## config.mk

```make
export PLATFORM = sky130hd
export DESIGN_NAME = video_gen
export DESIGN_NICKNAME = d
export VERILOG_FILES = /design/src/xvid_pkg.sv /design/src/video_bitmap.sv /design/src/video_gen.sv /design/src/video_regs.sv /design/src/video_timing.sv
export SDC_FILE = /design/constraint.sdc
export NUM_CORES = 1
export LEC_CHECK = 0
export BUFFER_PORTS_ARGS = -buffer_cell sky130_fd_sc_hd__buf_2
export CORE_MARGIN = 2
export CORE_UTILIZATION = 33
export CTS_BUF_LIST = sky130_fd_sc_hd__clkbuf_16
export CTS_CLUSTER_SIZE = 14
export DETAILED_ROUTE_END_ITERATION = 8
export GPL_TIMING_DRIVEN = 1
export SYNTH_ARGS = -nofsm -noshare
export SYNTH_HDL_FRONTEND = slang
export SYNTH_SLANG_ARGS = --single-unit
```

## constraint.sdc

```tcl
create_clock -name clk -period 3.31 [get_ports clk]
set_clock_uncertainty 0.15 [all_clocks]
set_input_delay 0.1655 -clock clk [delete_from_list [all_inputs] [get_ports clk]]
set_output_delay 0.1655 -clock clk [all_outputs]
set_load 0.03 [all_outputs]
```

## src/xvid_pkg.sv

```systemverilog
// xvid_pkg
// shared geometry, register numbers, field positions and types for the
// bitmap video generator
`default_nettype none

package xvid_pkg;

// raster geometry, kept tiny for short simulations
localparam int H_OFFSCREEN      = 8;                    // visible area starts here
localparam int H_TOTAL          = 24;                   // clocks per line
localparam int H_VISIBLE        = 16;                   // visible pixels per line
localparam int H_SYNC_START     = 2;
localparam int H_SYNC_END       = 5;
localparam int V_VISIBLE        = 4;                    // lines 0 to 3
localparam int V_TOTAL          = 7;                    // lines per frame
localparam int V_SYNC_LINE      = 5;
localparam int H_MEM_BEGIN      = H_OFFSCREEN - 4;      // fetch opens early
localparam int H_MEM_END        = H_TOTAL - 2;

// widths
localparam int HRES_W           = 5;
localparam int VRES_W           = 3;
localparam int WORD_W           = 16;
localparam int COLOR_W          = 8;
localparam int REG_NUM_W        = 6;

// reset values
localparam int BORDER_RESET     = 8;                    // dark grey
localparam int LINE_LEN_RESET   = 8;                    // words per line

// PA_GFX_CTRL field positions
localparam int PA_CB_LSB        = 8;                    // colorbase in 15..8
localparam int PA_BLANK_BIT     = 7;

typedef logic [HRES_W-1:0]  hres_t;
typedef logic [VRES_W-1:0]  vres_t;
typedef logic [WORD_W-1:0]  word_t;
typedef logic [WORD_W-1:0]  addr_t;                     // VRAM word address
typedef logic [COLOR_W-1:0] color_t;                    // palette index

typedef enum logic [REG_NUM_W-1:0] {
    XR_VID_CTRL     = 6'h00,
    XR_SCANLINE     = 6'h03,
    XR_VID_LEFT     = 6'h04,
    XR_VID_RIGHT    = 6'h05,
    XR_PA_GFX_CTRL  = 6'h10,
    XR_PA_DISP_ADDR = 6'h12,
    XR_PA_LINE_LEN  = 6'h13
} xr_reg_t;

typedef struct packed {
    hres_t  h_count;
    vres_t  v_count;
    logic   h_visible;
    logic   v_visible;
    logic   end_of_line;                                // last clock of a line
    logic   end_of_frame;                               // last clock of a frame
    logic   end_of_visible;                             // last pixel of last visible line
    logic   hsync;
    logic   vsync;
    logic   dv_de;
} vid_timing_t;

typedef struct packed {
    color_t border_color;
    hres_t  vid_left;                                   // first pixel inside window
    hres_t  vid_right;                                  // first pixel past window
} vid_cfg_t;

typedef struct packed {
    logic   blank;
    color_t colorbase;
    addr_t  start_addr;
    word_t  line_len;
} pf_cfg_t;

endpackage

`default_nettype wire
```

## src/video_bitmap.sv

```systemverilog
// video_bitmap
// bitmap playfield: fetches VRAM words during the fetch window, shifts out
// two 8-bit pixels per word with colorbase and draws the border
// fixed two clock latency from timing sample to color index
`default_nettype none
`timescale 1ns/1ps

module video_bitmap (
    input  wire logic                   clk,
    input  wire logic                   reset_i,
    input  wire xvid_pkg::vid_timing_t  timing_i,
    input  wire xvid_pkg::vid_cfg_t     vid_cfg_i,
    input  wire xvid_pkg::pf_cfg_t      pf_cfg_i,
    input  wire xvid_pkg::word_t        vram_data_i,    // read data, one clock after select
    output logic                        vram_sel_o,
    output xvid_pkg::addr_t             vram_addr_o,
    output xvid_pkg::color_t            color_index_o,
    output logic                        hsync_o,
    output logic                        vsync_o,
    output logic                        dv_de_o,
    output logic                        h_blank_o,
    output logic                        v_blank_o
);

xvid_pkg::hres_t    fetch_rel;                          // h_count from window start
logic               fetch_go;                           // issue a word read
xvid_pkg::addr_t    line_addr;                          // first word of this line
xvid_pkg::addr_t    fetch_offset;                       // words issued this line
logic [2:0]         fetch_pipe;                         // data on bus, word held, load
xvid_pkg::word_t    data_word;                          // returned VRAM word
xvid_pkg::word_t    shift_word;                         // high byte is current pixel

xvid_pkg::hres_t    pix_x;                              // visible x of stage 1 pixel
logic               hsync_q;
logic               vsync_q;
logic               dv_de_q;
logic               h_blank_q;
logic               v_blank_q;
logic               in_window;
xvid_pkg::color_t   pix_color;

// one read every other clock inside the window
assign fetch_rel = timing_i.h_count - xvid_pkg::hres_t'(xvid_pkg::H_MEM_BEGIN);
assign fetch_go  = timing_i.v_visible && !pf_cfg_i.blank && !fetch_rel[0]
                && (fetch_rel < xvid_pkg::hres_t'(xvid_pkg::H_MEM_END - xvid_pkg::H_MEM_BEGIN));

always_ff @(posedge clk) begin
    if (reset_i) begin
        vram_sel_o   <= 1'b0;
        fetch_pipe   <= '0;
        line_addr    <= '0;
        fetch_offset <= '0;
    end else begin
        vram_sel_o <= fetch_go;
        fetch_pipe <= {fetch_pipe[1:0], vram_sel_o};
        if (fetch_go) begin
            fetch_offset <= fetch_offset + 1'b1;
        end
        if (timing_i.end_of_frame) begin
            line_addr    <= pf_cfg_i.start_addr;        // back to top of bitmap
            fetch_offset <= '0;
        end else if (timing_i.end_of_line) begin
            fetch_offset <= '0;
            if (timing_i.v_visible) begin
                line_addr <= line_addr + pf_cfg_i.line_len;
            end
        end
    end
end

// word pipeline: address, returned word, then pixel shifter
always_ff @(posedge clk) begin
    vram_addr_o <= line_addr + fetch_offset;
    if (fetch_pipe[0]) begin
        data_word <= vram_data_i;
    end
    if (fetch_pipe[2]) begin
        shift_word <= data_word;                        // lands just before its first pixel
    end else begin
        shift_word <= {shift_word[xvid_pkg::COLOR_W-1:0], {xvid_pkg::COLOR_W{1'b0}}};
    end
end

assign in_window = (pix_x >= vid_cfg_i.vid_left) && (pix_x < vid_cfg_i.vid_right);
assign pix_color = (pf_cfg_i.blank || !in_window) ? vid_cfg_i.border_color
                 : shift_word[xvid_pkg::WORD_W-1 -: xvid_pkg::COLOR_W] ^ pf_cfg_i.colorbase;

always_ff @(posedge clk) begin
    pix_x         <= timing_i.h_count - xvid_pkg::hres_t'(xvid_pkg::H_OFFSCREEN);
    color_index_o <= pix_color;
end

// sync and blank follow the pixel through both stages
always_ff @(posedge clk) begin
    if (reset_i) begin
        hsync_q   <= 1'b0;
        vsync_q   <= 1'b0;
        dv_de_q   <= 1'b0;
        h_blank_q <= 1'b1;
        v_blank_q <= 1'b1;
        hsync_o   <= 1'b0;
        vsync_o   <= 1'b0;
        dv_de_o   <= 1'b0;
        h_blank_o <= 1'b1;
        v_blank_o <= 1'b1;
    end else begin
        hsync_q   <= timing_i.hsync;
        vsync_q   <= timing_i.vsync;
        dv_de_q   <= timing_i.dv_de;
        h_blank_q <= ~timing_i.h_visible;
        v_blank_q <= ~timing_i.v_visible;
        hsync_o   <= hsync_q;
        vsync_o   <= vsync_q;
        dv_de_o   <= dv_de_q;
        h_blank_o <= h_blank_q;
        v_blank_o <= v_blank_q;
    end
end

endmodule

`default_nettype wire

```

## src/video_gen.sv

```systemverilog
// video_gen
// top level of the bitmap video generator: raster timing, configuration
// registers and one bitmap playfield reading an external VRAM
`default_nettype none
`timescale 1ns/1ps

module video_gen (
    input  wire logic                           clk,
    input  wire logic                           reset_i,
    input  wire logic                           reg_wr_en_i,
    input  wire logic [xvid_pkg::REG_NUM_W-1:0] reg_num_i,
    input  wire xvid_pkg::word_t                reg_data_i,
    output xvid_pkg::word_t                     reg_data_o,
    output logic                                video_intr_o,   // end of visible area
    output logic                                vram_sel_o,
    output xvid_pkg::addr_t                     vram_addr_o,
    input  wire xvid_pkg::word_t                vram_data_i,
    output xvid_pkg::color_t                    color_index_o,
    output logic                                hsync_o,
    output logic                                vsync_o,
    output logic                                dv_de_o,
    output logic                                h_blank_o,
    output logic                                v_blank_o
);

xvid_pkg::vid_timing_t  timing;
xvid_pkg::vid_cfg_t     vid_cfg;
xvid_pkg::pf_cfg_t      pf_cfg;

video_timing u_timing (
    .clk            (clk),
    .reset_i        (reset_i),
    .timing_o       (timing)
);

video_regs u_regs (
    .clk            (clk),
    .reset_i        (reset_i),
    .reg_wr_en_i    (reg_wr_en_i),
    .reg_num_i      (reg_num_i),
    .reg_data_i     (reg_data_i),
    .timing_i       (timing),
    .reg_data_o     (reg_data_o),
    .video_intr_o   (video_intr_o),
    .vid_cfg_o      (vid_cfg),
    .pf_cfg_o       (pf_cfg)
);

video_bitmap u_bitmap (
    .clk            (clk),
    .reset_i        (reset_i),
    .timing_i       (timing),
    .vid_cfg_i      (vid_cfg),
    .pf_cfg_i       (pf_cfg),
    .vram_data_i    (vram_data_i),
    .vram_sel_o     (vram_sel_o),
    .vram_addr_o    (vram_addr_o),
    .color_index_o  (color_index_o),
    .hsync_o        (hsync_o),
    .vsync_o        (vsync_o),
    .dv_de_o        (dv_de_o),
    .h_blank_o      (h_blank_o),
    .v_blank_o      (v_blank_o)
);

endmodule

`default_nettype wire

```

## src/video_regs.sv

```systemverilog
// video_regs
// video configuration registers: strobe writes, reads registered one clock
// after the register number, and the end-of-visible interrupt pulse
`default_nettype none
`timescale 1ns/1ps

module video_regs (
    input  wire logic                           clk,
    input  wire logic                           reset_i,
    input  wire logic                           reg_wr_en_i,    // write strobe
    input  wire logic [xvid_pkg::REG_NUM_W-1:0] reg_num_i,
    input  wire xvid_pkg::word_t                reg_data_i,
    input  wire xvid_pkg::vid_timing_t          timing_i,
    output xvid_pkg::word_t                     reg_data_o,     // read data, one clock late
    output logic                                video_intr_o,
    output xvid_pkg::vid_cfg_t                  vid_cfg_o,
    output xvid_pkg::pf_cfg_t                   pf_cfg_o
);

xvid_pkg::word_t    rd_data;                            // selected read value

// register writes
always_ff @(posedge clk) begin
    if (reset_i) begin
        video_intr_o           <= 1'b0;
        vid_cfg_o.border_color <= xvid_pkg::color_t'(xvid_pkg::BORDER_RESET);
        vid_cfg_o.vid_left     <= '0;
        vid_cfg_o.vid_right    <= xvid_pkg::hres_t'(xvid_pkg::H_VISIBLE);
        pf_cfg_o.blank         <= 1'b1;                 // playfield starts blanked
        pf_cfg_o.colorbase     <= '0;
        pf_cfg_o.start_addr    <= '0;
        pf_cfg_o.line_len      <= xvid_pkg::word_t'(xvid_pkg::LINE_LEN_RESET);
    end else begin
        video_intr_o <= timing_i.end_of_visible;        // one clock pulse per frame
        if (reg_wr_en_i) begin
            case (reg_num_i)
                xvid_pkg::XR_VID_CTRL: begin
                    vid_cfg_o.border_color <= reg_data_i[xvid_pkg::COLOR_W-1:0];
                end
                xvid_pkg::XR_VID_LEFT: begin
                    vid_cfg_o.vid_left <= xvid_pkg::hres_t'(reg_data_i);
                end
                xvid_pkg::XR_VID_RIGHT: begin
                    vid_cfg_o.vid_right <= xvid_pkg::hres_t'(reg_data_i);
                end
                xvid_pkg::XR_PA_GFX_CTRL: begin
                    pf_cfg_o.colorbase <= reg_data_i[xvid_pkg::PA_CB_LSB +: xvid_pkg::COLOR_W];
                    pf_cfg_o.blank     <= reg_data_i[xvid_pkg::PA_BLANK_BIT];
                end
                xvid_pkg::XR_PA_DISP_ADDR: begin
                    pf_cfg_o.start_addr <= reg_data_i;
                end
                xvid_pkg::XR_PA_LINE_LEN: begin
                    pf_cfg_o.line_len <= reg_data_i;
                end
                default: begin                          // scanline is read-only
                end
            endcase
        end
    end
end

// read select, unmapped numbers give 0
always_comb begin
    rd_data = '0;
    case (reg_num_i)
        xvid_pkg::XR_VID_CTRL: begin
            rd_data[xvid_pkg::COLOR_W-1:0] = vid_cfg_o.border_color;
        end
        xvid_pkg::XR_SCANLINE: begin
            rd_data = xvid_pkg::word_t'(timing_i.v_count);
        end
        xvid_pkg::XR_VID_LEFT: begin
            rd_data = xvid_pkg::word_t'(vid_cfg_o.vid_left);
        end
        xvid_pkg::XR_VID_RIGHT: begin
            rd_data = xvid_pkg::word_t'(vid_cfg_o.vid_right);
        end
        xvid_pkg::XR_PA_GFX_CTRL: begin
            rd_data[xvid_pkg::PA_CB_LSB +: xvid_pkg::COLOR_W] = pf_cfg_o.colorbase;
            rd_data[xvid_pkg::PA_BLANK_BIT]                  = pf_cfg_o.blank;
        end
        xvid_pkg::XR_PA_DISP_ADDR: rd_data = pf_cfg_o.start_addr;
        xvid_pkg::XR_PA_LINE_LEN:  rd_data = pf_cfg_o.line_len;
        default:                   rd_data = '0;
    endcase
end

always_ff @(posedge clk) begin
    reg_data_o <= rd_data;
end

endmodule

`default_nettype wire

```

## src/video_timing.sv

```systemverilog
// video_timing
// horizontal and vertical raster counters with sync pulses, visible levels
// and one-clock end of line, frame and visible area flags
`default_nettype none
`timescale 1ns/1ps

module video_timing (
    input  wire logic               clk,
    input  wire logic               reset_i,
    output xvid_pkg::vid_timing_t   timing_o
);

xvid_pkg::hres_t    h_next;                             // count for next clock
xvid_pkg::vres_t    v_next;

// all flags are derived from the counts they are registered with
function automatic xvid_pkg::vid_timing_t timing_at(input xvid_pkg::hres_t h,
                                                    input xvid_pkg::vres_t v);
    xvid_pkg::vid_timing_t t;
    logic eol;
    eol              = (h == xvid_pkg::hres_t'(xvid_pkg::H_TOTAL - 1));
    t.h_count        = h;
    t.v_count        = v;
    t.h_visible      = (h >= xvid_pkg::hres_t'(xvid_pkg::H_OFFSCREEN));
    t.v_visible      = (v < xvid_pkg::vres_t'(xvid_pkg::V_VISIBLE));
    t.end_of_line    = eol;
    t.end_of_frame   = eol && (v == xvid_pkg::vres_t'(xvid_pkg::V_TOTAL - 1));
    t.end_of_visible = eol && (v == xvid_pkg::vres_t'(xvid_pkg::V_VISIBLE - 1));
    t.hsync          = (h >= xvid_pkg::hres_t'(xvid_pkg::H_SYNC_START))
                    && (h < xvid_pkg::hres_t'(xvid_pkg::H_SYNC_END));
    t.vsync          = (v == xvid_pkg::vres_t'(xvid_pkg::V_SYNC_LINE));
    t.dv_de          = t.h_visible && t.v_visible;
    return t;
endfunction

always_comb begin
    h_next = timing_o.h_count + 1'b1;
    v_next = timing_o.v_count;
    if (timing_o.end_of_line) begin
        h_next = '0;
        if (timing_o.end_of_frame) begin
            v_next = '0;                                // wrap to top of frame
        end else begin
            v_next = timing_o.v_count + 1'b1;
        end
    end
end

always_ff @(posedge clk) begin
    if (reset_i) begin
        timing_o <= timing_at(xvid_pkg::hres_t'(0), xvid_pkg::vres_t'(0));
    end else begin
        timing_o <= timing_at(h_next, v_next);
    end
end

endmodule

`default_nettype wire

```

== Yosys cells after proc, flatten, opt, wreduce, memory -nomap -nowiden ==
Cells that the tools add are included.
Word-level totals
  register bits: 199
  bits of input ports: 41
  word-level logic and storage cells: 100
Cells by class
  add/sub/neg operators: 7
  magnitude comparators: 7
  equal/unequal tests: 10
  mux-type cells: 11
  bitwise gates (word level): 3
  reductions and logical operators: 23
Operators by type and width (count)
  $mux W16: 4
  $pmux W7 S6: 1
  $add A16 B16 Y16: 2
  $pmux W8 S3: 1
  $eq A6 B5 Y1 const B: 3
  $add A16 B1 Y16 const B: 1
  $reduce_and A2 Y1: 7
  $eq A6 B3 Y1 const B: 2
  $logic_and A1 B1 Y1: 8
  $mux W8: 1
  $xor A8 B8 Y8: 1
  $eq A3 B3 Y1 const B: 2
  $eq A6 B2 Y1 const B: 1
  $logic_not A6 Y1: 1
  $mux W3: 2
  $add A5 B1 Y5 const B: 1
  $eq A5 B5 Y1 const B: 1
  $ge A5 B2 Y1 const B: 1
  $ge A5 B4 Y1 const B: 1
  $ge A5 B5 Y1: 1
  $lt A5 B3 Y1 const B: 1
  $lt A5 B5 Y1: 1
  $lt A5 B5 Y1 const B: 1
  $mux W5: 1
  other kinds (11): 15

== Logic depth before layout (Yosys ltp) ==
  word-level depth: 5
  depth in mapped cells: 11

== Cells and area by module ==
From an unflattened synthesis, not the netlist that was laid out.
Second synthesis, totals
  cells, all modules: 933
  area, all modules: 9008.6 um2
Modules (own cells, without submodules)
  video_bitmap: times used 1, cells an instance 500, area an instance 5052.3 um2
  video_regs: times used 1, cells an instance 373, area an instance 3349.5 um2
  video_timing: times used 1, cells an instance 60, area an instance 606.8 um2

== Worst setup path before layout ==
No wires, ideal clock.
  path type: register -> register
  from: register u_bitmap.fetch_offset[0]
  to: register u_bitmap.vram_addr_o[12]
  library setup time: 0.072 ns
  data arrival time: 2.176 ns
  slack: 0.912 ns
  stages on the path, launching flop included: 9
  path through: dfxtp_1 -> ha_1 -> fa_1 -> a211oi_1 -> o21ai_0 -> a31oi_1 -> o22ai_1 -> o41ai_1 -> xnor2_1
On the way
  longest elaborated chain between the ends: 1
RTL lines
  start, declared: RTL line video_bitmap.sv:28  | xvid_pkg::addr_t fetch_offset;
  start signal, assigned: RTL line video_bitmap.sv:57  | fetch_offset <= fetch_offset + 1'b1;
  $add A16 B16 Y16: RTL line video_bitmap.sv:73  | vram_addr_o <= line_addr + fetch_offset;
  end signal, assigned: RTL line video_bitmap.sv:73
  end, declared: RTL line video_bitmap.sv:16  | output xvid_pkg::addr_t vram_addr_o,
No other way between the ends.
A chain may end at the register's enable or synchronous reset.

== Worst setup path in the final report ==
  from: register u_bitmap.line_addr[0]
  to: register u_bitmap.line_addr[12]
On the way
  longest elaborated chain between the ends: 4
RTL lines
  start, declared: RTL line video_bitmap.sv:27  | xvid_pkg::addr_t line_addr;
  start signal, assigned: RTL line video_bitmap.sv:60  | line_addr <= pf_cfg_i.start_addr;
  start signal, assigned: RTL line video_bitmap.sv:65  | line_addr <= line_addr + pf_cfg_i.line_len;
  $add A16 B16 Y16: RTL line video_bitmap.sv:65
  $mux W16: RTL line video_bitmap.sv:64  | if (timing_i.v_visible) begin
  $mux W16: RTL line video_bitmap.sv:62  | end else if (timing_i.end_of_line) begin
  $mux W16: RTL line video_bitmap.sv:59  | if (timing_i.end_of_frame) begin
No other way between the ends. The select of a mux whose other input is x is not followed.

==> flow_metrics.py <==
metrics = {
    "outcome": {
        "status": "complete, no violations",
    },
    "synth": {
        "synth_top_area_share": 0.426,
        "syn_avg_cell_area_sq_um": 9.27,
        "ys.warnings.count": 0,
        "yosysSeqAreaShare": 0.481,
        "synth_seq_cells": 199,
        "synthCells": 928,
        "ys_types": 59,
        "synth_nets": 1015,
        "synth-edff-count": 16,
        "async_reset_ff_frac": 0,
        "synth_area_sq_um": 8610,
        "synth_area_leader_cell": "dfxtp_1",
        "yosys_most_used_dff": "dfxtp_1",
        "ys_top_cells_by_area": "dfxtp_1 43%, ha_1 6.4%, nand2_1 5.8%, a21oi_1 5.6%, edfxtp_1 5.6%",
    },
    "timing": {
        "clock.fmax_mhz": 374,
        "setup_viol": 0,
        "rsz0062_at_grt": "false",
        "slew_violations": 0,
        "tightest_slew_ps": 818,
        "fin_crit_sh": 0.809,
        "period_needed_ps": 2680,
        "fin_hold_ws_ps": 65.8,
        "finalHoldViolations": 0,
        "tns_ps": 0,
        "slew_headroom": 0.453,
    },
    "floorplanning": {
        "rows": 59,
        "die_w_um": 166,
        "die_h_um": 166,
        "ios": 88,
        "start_util": 0.333,
        "dieArea_sq_um": 27400,
        "core_sq_um": 25800,
    },
    "setup_path": {
        "cp-start-kind": "flop",
        "worst-r2r-cell-count": 9,
        "end_kind": "flop",
        "crit_path_start": "u_bitmap.line_addr[0]",
        "required_ps": 3480,
        "reg2reg_from": "u_bitmap.line_addr[0]",
        "r2r_slack_ps": 630,
        "r2r-end": "u_bitmap.line_addr[12]",
        "cp.arrival_ps": 2840,
        "path_max_fanout": 3,
        "crit_type": "flop to flop",
    },
    "job": {
        "drv_cap": 0,
    },
    "final_layout": {
        "layout-drive-gt1-share": 0.149,
        "antennaDiodeCount": 0,
        "final_common_cell": "dfxtp_1",
        "final_cell_mix": "183 x dfxtp_1, 132 x nand2_1, 96 x a21oi_1",
        "fillers": 2602,
        "syn_to_final_growth_pct": 19.6,
        "layout.nets": 1119,
        "finalNonFillerCells": 1380,
    },
    "route": {
        "drc": 0,
        "antenna_left": 0,
        "vias": 6721,
        "initialDrtViolationCount": 516,
        "totalWireLength_um": 21200,
        "vias_per_cell": 4.87,
        "drtPass1Iterations": 7,
        "wl_per_cell_um": 15.4,
    },
    "clock_tree": {
        "htree_levels": 4,
        "cts_sinks": 199,
        "clkTransAtPathRegs_ps": 80,
        "insertion_delay_ps": 440,
        "clk_path_buf_depth": 2,
        "cts_root_buf": "clkbuf_16",
        "cts_made_buffers": 17,
        "cts_tree": "done",
    },
    "power_and_ir_drop": {
        "leakagePower_uw": 0.00430,
        "p_switching_uw": 1160,
        "p_int_uw": 3580,
        "p_per_area_nw_per_um2": 461,
        "peakVddDrop_uv": 245,
        "pwr-share-comb": 0.038,
        "clkPwrFrac": 0.444,
        "power_frac_seq": 0.518,
        "swShare": 0.246,
        "power.total_uw": 4740,
    },
    "worst_hold_path": {
        "holdCritPathClass": "primary input to flop",
        "whs_endpoint": "u_regs.vid_cfg_o[7]",
        "hold_depth": 3,
        "min_from": "reg_wr_en_i",
    },
    "place": {
        "port_buffers": 87,
        "hpwlAfterDp_um": 15300,
        "globalplace.congestion": 0.833,
        "dp_cells": 1313,
    },
    "grt": {
        "grt_pass1_vias": 6249,
        "grtUsageTotal": 0.163,
        "grt_remaining_overflow": 0,
        "grt_max_degree": 70,
        "grt_pass1_wl_um": 34100,
        "antenna_found_initial": 0,
    },
}
-- flip-flops by register name (all words and copies together), names as in the netlist, 16 cells and up --
signal and cells:
u_regs.pf_cfg_o 41, u_regs.vid_cfg_o 18, u_bitmap.data_word 16, u_bitmap.fetch_offset 16, u_bitmap.line_addr 16, u_bitmap.shift_word 16, u_bitmap.vram_addr_o 16, u_regs.reg_data_o 16
u_timing.timing_o 16
-- synth_stat cells (6+ instances only) --
cell type	n
ha_1	44
mux2_2	17
edfxtp_1	16
buf_2	6
buf_1	6
nand3_1	26
and3_1	12
and2_1	13
inv_1	23
o21ai_0	21
nand2_1	132
a21o_1	15
nor2b_1	13
o211ai_1	11
mux2i_1	27
a21oi_1	96
a211oi_1	9
xor2_1	33
nor3_1	15
nand4_1	9
nor2_1	80
nand2b_1	6
clkbuf_1	31
or2_2	7
dfxtp_1	183
xnor2_1	20
-- through the flow --
stage	util	instance area, sq um	worst slack, ps
global placement	0.361	9340	700
detailed placement	0.361	9340	636
global route	0.398	10300	359
floorplan	-	8610	912
CTS	0.398	10300	606
finish	0.398	10300	634
-- power groups by stage --
stage	Clock [uW]	Combinational, uW	Sequential [uW]
2_1_floorplan	0	81.9	2510
3_3_place_gp	0	148	2510
3_5_place_dp	0	149	2510
4_1_cts	2150	180	2460
5_1_grt	2260	199	2460
6_report	2100	180	2460
-- repair_timing --
action | in CTS | in global routing
setup endpoints to repair | 0 | 0
hold buffers | 35 | 0
endpoints found under the hold margin | 78 | 0
gates resized for setup | 0 | 0
buffers inserted | 0 | 0
-- logic make-up (layout without fill, tap and decap cells) --
kind of cell | Yosys count | after routing | synth area share
AO/OA/AOI/OAI | 193 | 193 | 0.141
XOR/XNOR | 53 | 53 | 0.0539
adder cells (fa/ha/maj) | 46 | 46 | 0.0686
buffers and inverters | 69 | 186 | 0.0318
flip-flops | 199 | 199 | 0.481
multiplexers | 44 | 44 | 0.0536
AND/OR/NAND/NOR | 324 | 324 | 0.170
-- layout make-up --
type	instances	area [sq um]	share of cell area
Clock buffer	18	450	0.0438
Clock inverter	14	153	0.0148
Inverter	24	90.1	0.00875
Multi-Input combinational cell	660	4190	0.407
Sequential cell	199	4140	0.403
Tap cell	335	419	0.0407
Timing Repair Buffer	130	846	0.0822
-- routing by layer --
metal	global-route usage	up-vias	routed length, um
met5	0	-	0
met4	0.0372	0	187
met3	0.0357	11	950
met2	0.255	137	9660
met1	0.229	3145	10400
li1	-	3428	-
-- worst max-delay path, stage by stage (launching register included) --
cell	delay [ps]
dfxtp_1	340
ha_1	230
fa_1	400
a21oi_1	240
o211ai_1	160
a211oi_1	420
o31ai_1	160
a21oi_1	210
xor2_1	160
o22ai_1	90
-- how the worst max path moves through the flow --
stage / to / slack (ps)
floorplan: u_bitmap.vram_addr_o[12] / 910
global placement: u_bitmap.vram_addr_o[12] / 700
detailed placement: u_bitmap.vram_addr_o[12] / 640
CTS: u_bitmap.vram_addr_o[12] / 610
global route: u_bitmap.line_addr[12] / 360
finish: u_bitmap.line_addr[12] / 630
(Power assumes the default switching activity.)
